<file path="src/source/mips_pkg.sv">
package mips_pkg;

    // ------------------------------------------------------------------
    // Widths with a meaning
    // ------------------------------------------------------------------
    typedef logic [31:0] word_t;
    typedef logic [4:0]  reg_addr_t;
    typedef logic [31:0] instr_t;
    typedef logic [4:0]  shamt_t;
    typedef logic [1:0]  size_t;

    // ALU operations selected in decode
    typedef enum logic [2:0] {
        alu_add,
        alu_sub,
        alu_and,
        alu_or,
        alu_slt,
        alu_sll,
        alu_lui
    } alu_op_t;

    // Syscall drain FSM in decode
    typedef enum logic [1:0] {
        st_run,
        st_drain,
        st_sys
    } dec_state_t;

    // ------------------------------------------------------------------
    // Opcodes
    // ------------------------------------------------------------------
    localparam logic [5:0] op_special = 6'h00;
    localparam logic [5:0] op_j       = 6'h02;
    localparam logic [5:0] op_beq     = 6'h04;
    localparam logic [5:0] op_bne     = 6'h05;
    localparam logic [5:0] op_addiu   = 6'h09;
    localparam logic [5:0] op_lui     = 6'h0f;
    localparam logic [5:0] op_lw      = 6'h23;
    localparam logic [5:0] op_sb      = 6'h28;
    localparam logic [5:0] op_sw      = 6'h2b;

    // Function codes of the special opcode
    localparam logic [5:0] fn_sll     = 6'h00;
    localparam logic [5:0] fn_syscall = 6'h0c;
    localparam logic [5:0] fn_addu    = 6'h21;
    localparam logic [5:0] fn_subu    = 6'h23;
    localparam logic [5:0] fn_and     = 6'h24;
    localparam logic [5:0] fn_or      = 6'h25;
    localparam logic [5:0] fn_slt     = 6'h2a;

    // Store sizes in bytes, four bytes encoded as 0
    localparam size_t size_word = 2'd0;
    localparam size_t size_byte = 2'd1;

    localparam word_t reset_pc = 32'h0000_0000;

endpackage

</file>
<file path="src/source/pipe_if.sv">
`timescale 1ns/10ps

// Fetch to decode, with stall and redirect going back
interface if_id_if;
    import mips_pkg::*;

    instr_t instr;
    word_t  pc_plus4;
    logic   valid;
    logic   stall;
    logic   redirect;
    word_t  target;

    modport fetch  (output instr, pc_plus4, valid, input stall, redirect, target);
    modport decode (input instr, pc_plus4, valid, output stall, redirect, target);
endinterface

// Decode to execute
interface id_ex_if;
    import mips_pkg::*;

    logic      valid;
    alu_op_t   alu_op;
    word_t     operand_a;
    word_t     operand_b;
    shamt_t    shamt;
    reg_addr_t dest;
    logic      reg_write;
    logic      mem_read;
    logic      mem_write;
    size_t     store_size;
    word_t     store_data;

    modport decode (output valid, alu_op, operand_a, operand_b, shamt, dest, reg_write,
                    mem_read, mem_write, store_size, store_data);
    modport execute (input valid, alu_op, operand_a, operand_b, shamt, dest, reg_write,
                     mem_read, mem_write, store_size, store_data);
endinterface

// Execute to memory, plus a read-only view for the decode interlock
interface ex_mem_if;
    import mips_pkg::*;

    logic      valid;
    word_t     result;
    reg_addr_t dest;
    logic      reg_write;
    logic      mem_read;
    logic      mem_write;
    size_t     store_size;
    word_t     store_data;

    modport execute (output valid, result, dest, reg_write, mem_read, mem_write,
                     store_size, store_data);
    modport memory  (input valid, result, dest, reg_write, mem_read, mem_write,
                     store_size, store_data);
    modport monitor (input valid, dest, reg_write);
endinterface

// Memory to the register file write port
interface mem_wb_if;
    import mips_pkg::*;

    logic      reg_write;
    reg_addr_t dest;
    word_t     data;

    modport memory  (output reg_write, dest, data);
    modport regfile (input reg_write, dest, data);
endinterface

</file>
<file path="src/source/mips_fetch.sv">
`timescale 1ns/10ps

module mips_fetch (
    input  logic            CLK,
    input  logic            RESET,
    output mips_pkg::word_t instr_addr,
    input  mips_pkg::instr_t instr,
    if_id_if.fetch          fd
);
    import mips_pkg::*;

    word_t pc;
    word_t pc_plus4;

    assign pc_plus4   = pc + 32'd4;
    assign instr_addr = pc;

    // ------------------------------------------------------------------
    // Program counter and fetch/decode valid
    // ------------------------------------------------------------------
    always_ff @(posedge CLK or negedge RESET) begin
        if (!RESET) begin
            pc       <= reset_pc;
            fd.valid <= 1'b0;
        end else if (!fd.stall) begin
            // Delay slot already fetched this cycle, so redirect only moves the PC
            if (fd.redirect) begin
                pc <= fd.target;
            end else begin
                pc <= pc_plus4;
            end
            fd.valid <= 1'b1;
        end
    end

    // Fetched word held while decode stalls
    always_ff @(posedge CLK) begin
        if (!fd.stall) begin
            fd.instr    <= instr;
            fd.pc_plus4 <= pc_plus4;
        end
    end

endmodule

</file>
<file path="src/source/mips_regfile.sv">
`timescale 1ns/10ps

module mips_regfile (
    input  logic               CLK,
    input  logic               RESET,
    mem_wb_if.regfile          wb,
    input  mips_pkg::reg_addr_t read_a,
    input  mips_pkg::reg_addr_t read_b,
    output mips_pkg::word_t    data_a,
    output mips_pkg::word_t    data_b
);
    import mips_pkg::*;

    word_t regs [32];

    always_ff @(posedge CLK or negedge RESET) begin
        if (!RESET) begin
            for (int i = 0; i < 32; i++) begin
                regs[i] <= '0;
            end
        end else if (wb.reg_write && wb.dest != '0) begin
            regs[wb.dest] <= wb.data;
        end
    end

    // Write-through so the write-back value reaches decode in the same cycle
    assign data_a = (read_a == '0) ? '0 :
                    (wb.reg_write && wb.dest == read_a) ? wb.data :
                    regs[read_a];

    assign data_b = (read_b == '0) ? '0 :
                    (wb.reg_write && wb.dest == read_b) ? wb.data :
                    regs[read_b];

endmodule

</file>
<file path="src/source/mips_decode.sv">
`timescale 1ns/10ps

module mips_decode (
    input  logic      CLK,
    input  logic      RESET,
    if_id_if.decode   fd,
    id_ex_if.decode   de,
    ex_mem_if.monitor em,
    mem_wb_if.regfile wb,
    output logic      sys
);
    import mips_pkg::*;

    logic [5:0] opcode;
    logic [5:0] funct;
    reg_addr_t  rs;
    reg_addr_t  rt;
    reg_addr_t  rd;
    word_t      imm;
    word_t      data_a;
    word_t      data_b;
    alu_op_t    alu_op;
    reg_addr_t  dest;
    size_t      size;
    logic       use_imm, use_rs, use_rt;
    logic       reg_write, mem_read, mem_write;
    logic       is_beq, is_bne, is_jump, is_sys;
    logic       busy_a, busy_b, hazard, issue, taken;
    dec_state_t state;

    assign opcode = fd.instr[31:26];
    assign rs     = fd.instr[25:21];
    assign rt     = fd.instr[20:16];
    assign rd     = fd.instr[15:11];
    assign funct  = fd.instr[5:0];
    assign imm    = {{16{fd.instr[15]}}, fd.instr[15:0]};

    mips_regfile u_regfile (
        .CLK    (CLK),
        .RESET  (RESET),
        .wb     (wb),
        .read_a (rs),
        .read_b (rt),
        .data_a (data_a),
        .data_b (data_b)
    );

    // ------------------------------------------------------------------
    // Instruction crack
    // ------------------------------------------------------------------
    always_comb begin
        alu_op    = alu_add;
        dest      = rt;
        size      = size_word;
        use_imm   = 1'b1;
        use_rs    = 1'b0;
        use_rt    = 1'b0;
        reg_write = 1'b0;
        mem_read  = 1'b0;
        mem_write = 1'b0;
        is_beq    = 1'b0;
        is_bne    = 1'b0;
        is_jump   = 1'b0;
        is_sys    = 1'b0;
        case (opcode)
            op_special: begin
                dest      = rd;
                use_imm   = 1'b0;
                use_rs    = 1'b1;
                use_rt    = 1'b1;
                reg_write = 1'b1;
                case (funct)
                    fn_addu: alu_op = alu_add;
                    fn_subu: alu_op = alu_sub;
                    fn_and:  alu_op = alu_and;
                    fn_or:   alu_op = alu_or;
                    fn_slt:  alu_op = alu_slt;
                    fn_sll: begin
                        alu_op = alu_sll;
                        use_rs = 1'b0;
                    end
                    fn_syscall: begin
                        is_sys    = 1'b1;
                        use_rs    = 1'b0;
                        use_rt    = 1'b0;
                        reg_write = 1'b0;
                    end
                    default: reg_write = 1'b0;
                endcase
            end
            op_addiu: begin
                use_rs    = 1'b1;
                reg_write = 1'b1;
            end
            op_lui: begin
                alu_op    = alu_lui;
                reg_write = 1'b1;
            end
            op_lw: begin
                use_rs    = 1'b1;
                reg_write = 1'b1;
                mem_read  = 1'b1;
            end
            op_sw, op_sb: begin
                use_rs    = 1'b1;
                use_rt    = 1'b1;
                mem_write = 1'b1;
                size      = (opcode == op_sb) ? size_byte : size_word;
            end
            op_beq, op_bne: begin
                use_rs = 1'b1;
                use_rt = 1'b1;
                is_beq = (opcode == op_beq);
                is_bne = (opcode == op_bne);
            end
            op_j:    is_jump = 1'b1;
            default: use_imm = 1'b0;
        endcase
    end

    // ------------------------------------------------------------------
    // Interlock against execute and memory, no forwarding
    // ------------------------------------------------------------------
    assign busy_a = use_rs && (rs != '0) &&
                    ((de.valid && de.reg_write && de.dest == rs) ||
                     (em.valid && em.reg_write && em.dest == rs));
    assign busy_b = use_rt && (rt != '0) &&
                    ((de.valid && de.reg_write && de.dest == rt) ||
                     (em.valid && em.reg_write && em.dest == rt));
    assign hazard = fd.valid && (busy_a || busy_b);

    // Syscall never issues as a real instruction
    assign issue    = fd.valid && (state == st_run) && !hazard && !is_sys;
    assign fd.stall = hazard || (state == st_drain) ||
                      ((state == st_run) && fd.valid && is_sys);

    // Branches resolve here
    assign taken       = is_jump || (is_beq && data_a == data_b) ||
                         (is_bne && data_a != data_b);
    assign fd.redirect = issue && taken;
    assign fd.target   = is_jump ? {fd.pc_plus4[31:28], fd.instr[25:0], 2'b00} :
                                   fd.pc_plus4 + {imm[29:0], 2'b00};

    // Drain FSM, sys pulses once after execute and memory are empty
    always_ff @(posedge CLK or negedge RESET) begin
        if (!RESET) begin
            state <= st_run;
        end else begin
            case (state)
                st_run:   if (fd.valid && is_sys) state <= st_drain;
                st_drain: if (!de.valid && !em.valid) state <= st_sys;
                default:  state <= st_run;
            endcase
        end
    end

    assign sys = (state == st_sys);

    // ------------------------------------------------------------------
    // Decode/execute register
    // ------------------------------------------------------------------
    always_ff @(posedge CLK or negedge RESET) begin
        if (!RESET) begin
            de.valid     <= 1'b0;
            de.reg_write <= 1'b0;
            de.mem_read  <= 1'b0;
            de.mem_write <= 1'b0;
        end else begin
            de.valid     <= issue;
            de.reg_write <= issue && reg_write;
            de.mem_read  <= issue && mem_read;
            de.mem_write <= issue && mem_write;
        end
    end

    always_ff @(posedge CLK) begin
        de.alu_op     <= alu_op;
        de.operand_a  <= data_a;
        de.operand_b  <= use_imm ? imm : data_b;
        de.shamt      <= fd.instr[10:6];
        de.dest       <= dest;
        de.store_size <= size;
        de.store_data <= data_b;
    end

endmodule

</file>
<file path="src/source/mips_execute.sv">
`timescale 1ns/10ps

module mips_execute (
    input  logic      CLK,
    input  logic      RESET,
    id_ex_if.execute  de,
    ex_mem_if.execute em
);
    import mips_pkg::*;

    word_t result;
    logic  slt_bit;

    assign slt_bit = $signed(de.operand_a) < $signed(de.operand_b);

    // ------------------------------------------------------------------
    // ALU and shifter
    // ------------------------------------------------------------------
    always_comb begin
        case (de.alu_op)
            alu_add: result = de.operand_a + de.operand_b;
            alu_sub: result = de.operand_a - de.operand_b;
            alu_and: result = de.operand_a & de.operand_b;
            alu_or:  result = de.operand_a | de.operand_b;
            alu_slt: result = {31'b0, slt_bit};
            // Shift source is rt, carried in operand_b
            alu_sll: result = de.operand_b << de.shamt;
            alu_lui: result = {de.operand_b[15:0], 16'h0000};
            default: result = de.operand_a + de.operand_b;
        endcase
    end

    // ------------------------------------------------------------------
    // Execute/memory register
    // ------------------------------------------------------------------
    always_ff @(posedge CLK or negedge RESET) begin
        if (!RESET) begin
            em.valid     <= 1'b0;
            em.reg_write <= 1'b0;
            em.mem_read  <= 1'b0;
            em.mem_write <= 1'b0;
        end else begin
            em.valid     <= de.valid;
            em.reg_write <= de.valid && de.reg_write;
            em.mem_read  <= de.valid && de.mem_read;
            em.mem_write <= de.valid && de.mem_write;
        end
    end

    // Loads and stores carry their address as the result
    always_ff @(posedge CLK) begin
        em.result     <= result;
        em.dest       <= de.dest;
        em.store_size <= de.store_size;
        em.store_data <= de.store_data;
    end

endmodule

</file>
<file path="src/source/mips_memory.sv">
`timescale 1ns/10ps

module mips_memory (
    input  logic            CLK,
    input  logic            RESET,
    ex_mem_if.memory        em,
    mem_wb_if.memory        wb,
    output mips_pkg::word_t data_addr,
    output mips_pkg::word_t write_data,
    output mips_pkg::size_t write_size,
    output logic            mem_read,
    output logic            mem_write,
    input  mips_pkg::word_t read_data
);
    import mips_pkg::*;

    // ------------------------------------------------------------------
    // Data port
    // ------------------------------------------------------------------
    assign data_addr  = em.result;
    assign mem_read   = em.valid && em.mem_read;
    assign mem_write  = em.valid && em.mem_write;
    assign write_size = em.store_size;

    // Byte store puts the low byte on every lane
    assign write_data = (em.store_size == size_byte) ? {4{em.store_data[7:0]}} :
                                                       em.store_data;

    // ------------------------------------------------------------------
    // Memory/write-back register
    // ------------------------------------------------------------------
    always_ff @(posedge CLK or negedge RESET) begin
        if (!RESET) begin
            wb.reg_write <= 1'b0;
        end else begin
            wb.reg_write <= em.valid && em.reg_write;
        end
    end

    always_ff @(posedge CLK) begin
        wb.dest <= em.dest;
        wb.data <= em.mem_read ? read_data : em.result;
    end

endmodule

</file>
<file path="src/source/mips_core.sv">
`timescale 1ns/10ps

module mips_core (
    input  logic             CLK,
    input  logic             RESET,
    output mips_pkg::word_t  instr_addr,
    input  mips_pkg::instr_t instr,
    output mips_pkg::word_t  data_addr,
    output logic             mem_read,
    output logic             mem_write,
    output mips_pkg::word_t  write_data,
    output mips_pkg::size_t  write_size,
    input  mips_pkg::word_t  read_data,
    output logic             sys
);

    // ------------------------------------------------------------------
    // Stage links
    // ------------------------------------------------------------------
    if_id_if  fd_link ();
    id_ex_if  de_link ();
    ex_mem_if em_link ();
    mem_wb_if wb_link ();

    mips_fetch u_fetch (
        .CLK        (CLK),
        .RESET      (RESET),
        .instr_addr (instr_addr),
        .instr      (instr),
        .fd         (fd_link.fetch)
    );

    // Register file lives inside decode
    mips_decode u_decode (
        .CLK   (CLK),
        .RESET (RESET),
        .fd    (fd_link.decode),
        .de    (de_link.decode),
        .em    (em_link.monitor),
        .wb    (wb_link.regfile),
        .sys   (sys)
    );

    mips_execute u_execute (
        .CLK   (CLK),
        .RESET (RESET),
        .de    (de_link.execute),
        .em    (em_link.execute)
    );

    mips_memory u_memory (
        .CLK        (CLK),
        .RESET      (RESET),
        .em         (em_link.memory),
        .wb         (wb_link.memory),
        .data_addr  (data_addr),
        .write_data (write_data),
        .write_size (write_size),
        .mem_read   (mem_read),
        .mem_write  (mem_write),
        .read_data  (read_data)
    );

endmodule

</file>
<file path="config.mk">
export PLATFORM = sky130hd
export DESIGN_NAME = mips_core
export DESIGN_NICKNAME = d
export VERILOG_FILES = /design/src/source/mips_pkg.sv /design/src/source/pipe_if.sv /design/src/source/mips_fetch.sv /design/src/source/mips_regfile.sv /design/src/source/mips_decode.sv /design/src/source/mips_execute.sv /design/src/source/mips_memory.sv /design/src/source/mips_core.sv
export SDC_FILE = /design/constraint.sdc
export NUM_CORES = 2
export LEC_CHECK = 0
export ABC_AREA = 1
export ABC_CLOCK_PERIOD_IN_PS = 3750
export BUFFER_PORTS_ARGS = -buffer_cell sky130_fd_sc_hd__buf_4
export CAP_MARGIN = 20
export CORE_ASPECT_RATIO = 1.75
export CORE_MARGIN = 2
export CORE_UTILIZATION = 24
export DETAILED_ROUTE_END_ITERATION = 10
export HOLD_SLACK_MARGIN = 0.15
export PLACE_DENSITY = 0.35
export SLEW_MARGIN = 20
export SYNTH_ARGS = -nofsm -noshare
export SYNTH_HDL_FRONTEND = slang
export SYNTH_HIERARCHICAL = 1
export SYNTH_SLANG_ARGS = --single-unit
</file>
<file path="constraint.sdc">
create_clock -name CLK -period 3.75 [get_ports CLK]
set_input_delay 0.9375 -clock CLK [delete_from_list [all_inputs] [get_ports CLK]]
set_output_delay 0.9375 -clock CLK [all_outputs]
set_load 0.1 [all_outputs]
</file>
==> impl_metrics.env <==
export IMPL_status="finished with violations"
export IMPL_failed_checks="setup timing"
export IMPL_synth_flop_cell="dfrtp_1"
export IMPL_syn_nets=12300
export IMPL_antenna_found_initial=35
export IMPL_yosys_area_top_type="dfrtp_1"
export IMPL_power_density_nw_per_um2=531
export IMPL_synth_cells=12100
export IMPL_drc=0
export IMPL_start_util=0.241
export IMPL_clk_pin_slew_ns=0.07
export IMPL_critPathKind="reg2reg"
export IMPL_drt_total_wl_um=458000
export IMPL_nFillCells=36700
export IMPL_core_um2=337000
export IMPL_rr_startpoint="u_fetch/fd.instr[21]$_DFFE_PN_"
export IMPL_timing_critical_path_arrival_ns=5.07
export IMPL_dp_hpwl_um=322000
export IMPL_final_core_util=0.297
export IMPL_tightest_slew_ns=1.14
export IMPL_hold_path_class="in2reg"
export IMPL_die_w_um=444
export IMPL_ant_nets=0
export IMPL_cp_max_fo=7
export IMPL_synth_area_top_cells="dfrtp_1 33%, nand2_1 18%, nand3_1 10%"
export IMPL_ys_seq_area_frac=0.406
export IMPL_vias=83900
export IMPL_netlist_area_um2=81300
export IMPL_clock_skew_final_ns=0.0740
export IMPL_gp_congestion=0.960
export IMPL_synthMuxAreaShare=0.000646
export IMPL_overflow=0
export IMPL_largest_reg_flops=1024
export IMPL_clk_path_buf_depth=4
export IMPL_fin_area_um2=100000
export IMPL_hold_slack_ns=0.191
export IMPL_final_common_cell="nand2_1"
export IMPL_holdPathStages=1
export IMPL_yosysWarnings=6
export IMPL_area_growth_pct=23.3
export IMPL_drive_above_1_share=0.127
export IMPL_grt_pass1_vias=82800
export IMPL_fmax_mhz=234
export IMPL_yosys_cell_types_count=61
export IMPL_r2r_cells=27
export IMPL_grt_max_degree=113
export IMPL_final_setup_tns_ns=-15.42
export IMPL_fin_crit_sh=1.14
export IMPL_pre_cts_ws_ns=-1.79
export IMPL_track_usage=0.260
export IMPL_synth_top_family_by_area="simple AND/OR/NAND/NOR gates"
export IMPL_hold_viol_final=0
export IMPL_slew_viol_final=0
export IMPL_critPathLaunchType="flop"
export IMPL_grt_pass1_wl_um=641000
export IMPL_drt_iter0_drc=7268
export IMPL_ys_seq_elements=1350
export IMPL_tritoncts="yes"
export IMPL_htree_levels=4
export IMPL_rows=282
export IMPL_synthAdderAreaFrac=0.0201
export IMPL_synth_edf_count=64
export IMPL_synthSimpleGateAreaFrac=0.323
export IMPL_synth_top_area_share=0.329
export IMPL_cap_violations=0
export IMPL_period_needed_ns=4.27
export IMPL_worst_slack_ns=-0.523
export IMPL_die_y_um=774
export IMPL_maxSlewHeadroom=0.229
export IMPL_regMostFlops="u_decode/u_regfile/regs"
export IMPL_cts_root_buffer="clkbuf_16"
export IMPL_insertion_delay_ns=0.93
export IMPL_critPathRequiredTime_ns=4.55
export IMPL_die_area_um2=344000
export IMPL_multi_input_area_um2=39900
export IMPL_min_from="instr[0]"
export IMPL_fin_nets=12600
export IMPL_register_area_um2=33000
export IMPL_via_per_inst=4.95
export IMPL_finalPower_mw=53.2
export IMPL_finalSetupViolations=32
export IMPL_worst_setup_path_startpoint="u_fetch/fd.instr[21]$_DFFE_PN_"
export IMPL_ios=167
export IMPL_ir_worst_vdd_v=0.000552
export IMPL_cts_inserted_buffers=163
export IMPL_async_flop_share=0.791
export IMPL_avgSynthCellArea_um2=6.74
export IMPL_final_cell_mix="3773 x nand2_1, 1681 x nand3_1, 1375 x inv_1"
export IMPL_post_place_cells=16500
export IMPL_synth_compound_area_share=0.130
export IMPL_post_drt_wl_per_cell_um=27.0
export IMPL_placedInstanceArea_um2=92600
export IMPL_numClockSinks=1350
export IMPL_stdcell_count=17000
export IMPL_end_kind="flop"
export IMPL_p_leak_nw=48.4
export IMPL_synth_xor_area_frac=0.00668
export IMPL_io_buffers=166
export IMPL_first_pass_iters=6
export IMPL_rsz0062_at_grt="true"
where the power goes:
part / internal, mW / total (mW) / switching, mW
Clock: 9.98 / 17.2 / 7.26
Sequential: 16.3 / 18.1 / 1.85
Combinational: 4.70 / 17.8 / 13.1
layer usage:
| layer | vias to the layer above | track usage | part of all wire |
|---|---|---|---|
| met1 | 40900 | 0.291 | 0.38 |
| met5 | - | 0 | 0.000050 |
| met3 | 876 | 0.0297 | 0.046 |
| li1 | 39200 | - | - |
| met4 | 4 | 0.163 | 0.071 |
| met2 | 2913 | 0.466 | 0.51 |
worst max-delay path, stage by stage (launching register included):
cell      delay (ns)
edfxtp_1        0.38
buf_12          0.15
buf_16          0.18
inv_16          0.06
buf_12          0.15
buf_16          0.15
buf_16          0.16
buf_8           0.13
o21ai_2         0.11
nand3_1         0.09
nand2_2         0.12
nand2_1         0.06
nand2_1         0.07
nand3_2         0.09
nand2_2         0.12
inv_4           0.05
xnor2_4         0.38
nand2_1         0.12
nor2_2          0.14
nand2_2         0.10
nor2_4          0.25
a21oi_2         0.11
nor2_4          0.22
nor2_4          0.06
buf_12          0.16
buf_6           0.13
nand2_4         0.07
mux2_4          0.30
synthesized netlist by cell type (4+ instances only):
| master | number |
|---|---|
| nor2_1 | 523 |
| o21ai_0 | 1287 |
| inv_1 | 1387 |
| nor2_2 | 14 |
| xor2_2 | 7 |
| a221oi_1 | 5 |
| o21ai_2 | 4 |
| nand2_2 | 18 |
| nor3_1 | 26 |
| xor2_1 | 23 |
| buf_1 | 96 |
| xnor2_1 | 26 |
| o22ai_1 | 15 |
| inv_2 | 27 |
| buf_6 | 18 |
| dfrtp_1 | 1068 |
| o21bai_1 | 14 |
| o211ai_1 | 227 |
| nand3_1 | 1698 |
| nand2_1 | 3829 |
| buf_4 | 56 |
| dfxtp_1 | 218 |
| or2_2 | 59 |
| ha_1 | 126 |
| and2_1 | 7 |
| buf_2 | 176 |
| a21oi_1 | 270 |
| clkbuf_1 | 533 |
| nor3_2 | 8 |
| a31oi_1 | 7 |
| a21oi_2 | 10 |
| edfxtp_1 | 64 |
| nand3b_1 | 5 |
| nand4_1 | 42 |
| o21ai_1 | 102 |
| nor4_1 | 4 |
| o2111ai_1 | 8 |
| nor2_4 | 11 |
final cells by class:
cell class                 count  area share
timing repair buffer        1024       0.107
clock inverter                59     0.00695
timing repair inverter         1   0.0000874
inverter                    1418      0.0540
sequential                  1350       0.329
tap                         4402      0.0550
antenna                       63     0.00157
clock buffer                 228      0.0484
multi-input combinational   8406       0.398
worst paths after layout:
| path | slack, ns | end |
|---|---|---|
| max in group asynchronous | 1.92 | u_decode/u_regfile/regs[511]$_DFFE_PN0P_ |
| max reg2reg | -0.52 | u_fetch/instr_addr[0]$_DFFE_PN0P_ |
| min | 0.19 | u_fetch/fd.instr[0]$_DFFE_PN_ |
| min in group asynchronous | 0.58 | u_decode/u_regfile/regs[1001]$_DFFE_PN0P_ |
| min reg2reg | 0.32 | u_execute/em.store_size[0]$_DFF_P_ |
| max | -0.52 | u_fetch/instr_addr[0]$_DFFE_PN0P_ |
kinds of logic after synthesis:
| group | count (synthesis) |
|---|---|
| AND/OR/NAND/NOR | 6258 |
| adder cells (fa/ha/maj) | 129 |
| XOR/XNOR | 56 |
| flip-flops | 1350 |
| multiplexers | 5 |
| buffers and inverters | 2300 |
| other | 1 |
| AO/OA/AOI/OAI | 1957 |
timing repair:
action                     in CTS  in global routing
hold buffers                   20                  0
hold endpoints to repair       50                  0
setup buffers                  35                  6
setup endpoints to repair      32                 32
pin swaps                      21                 25
gates resized for setup       134                 75
gates cloned                   12                  4
Note: power is estimated with default switching activity, not from simulation.
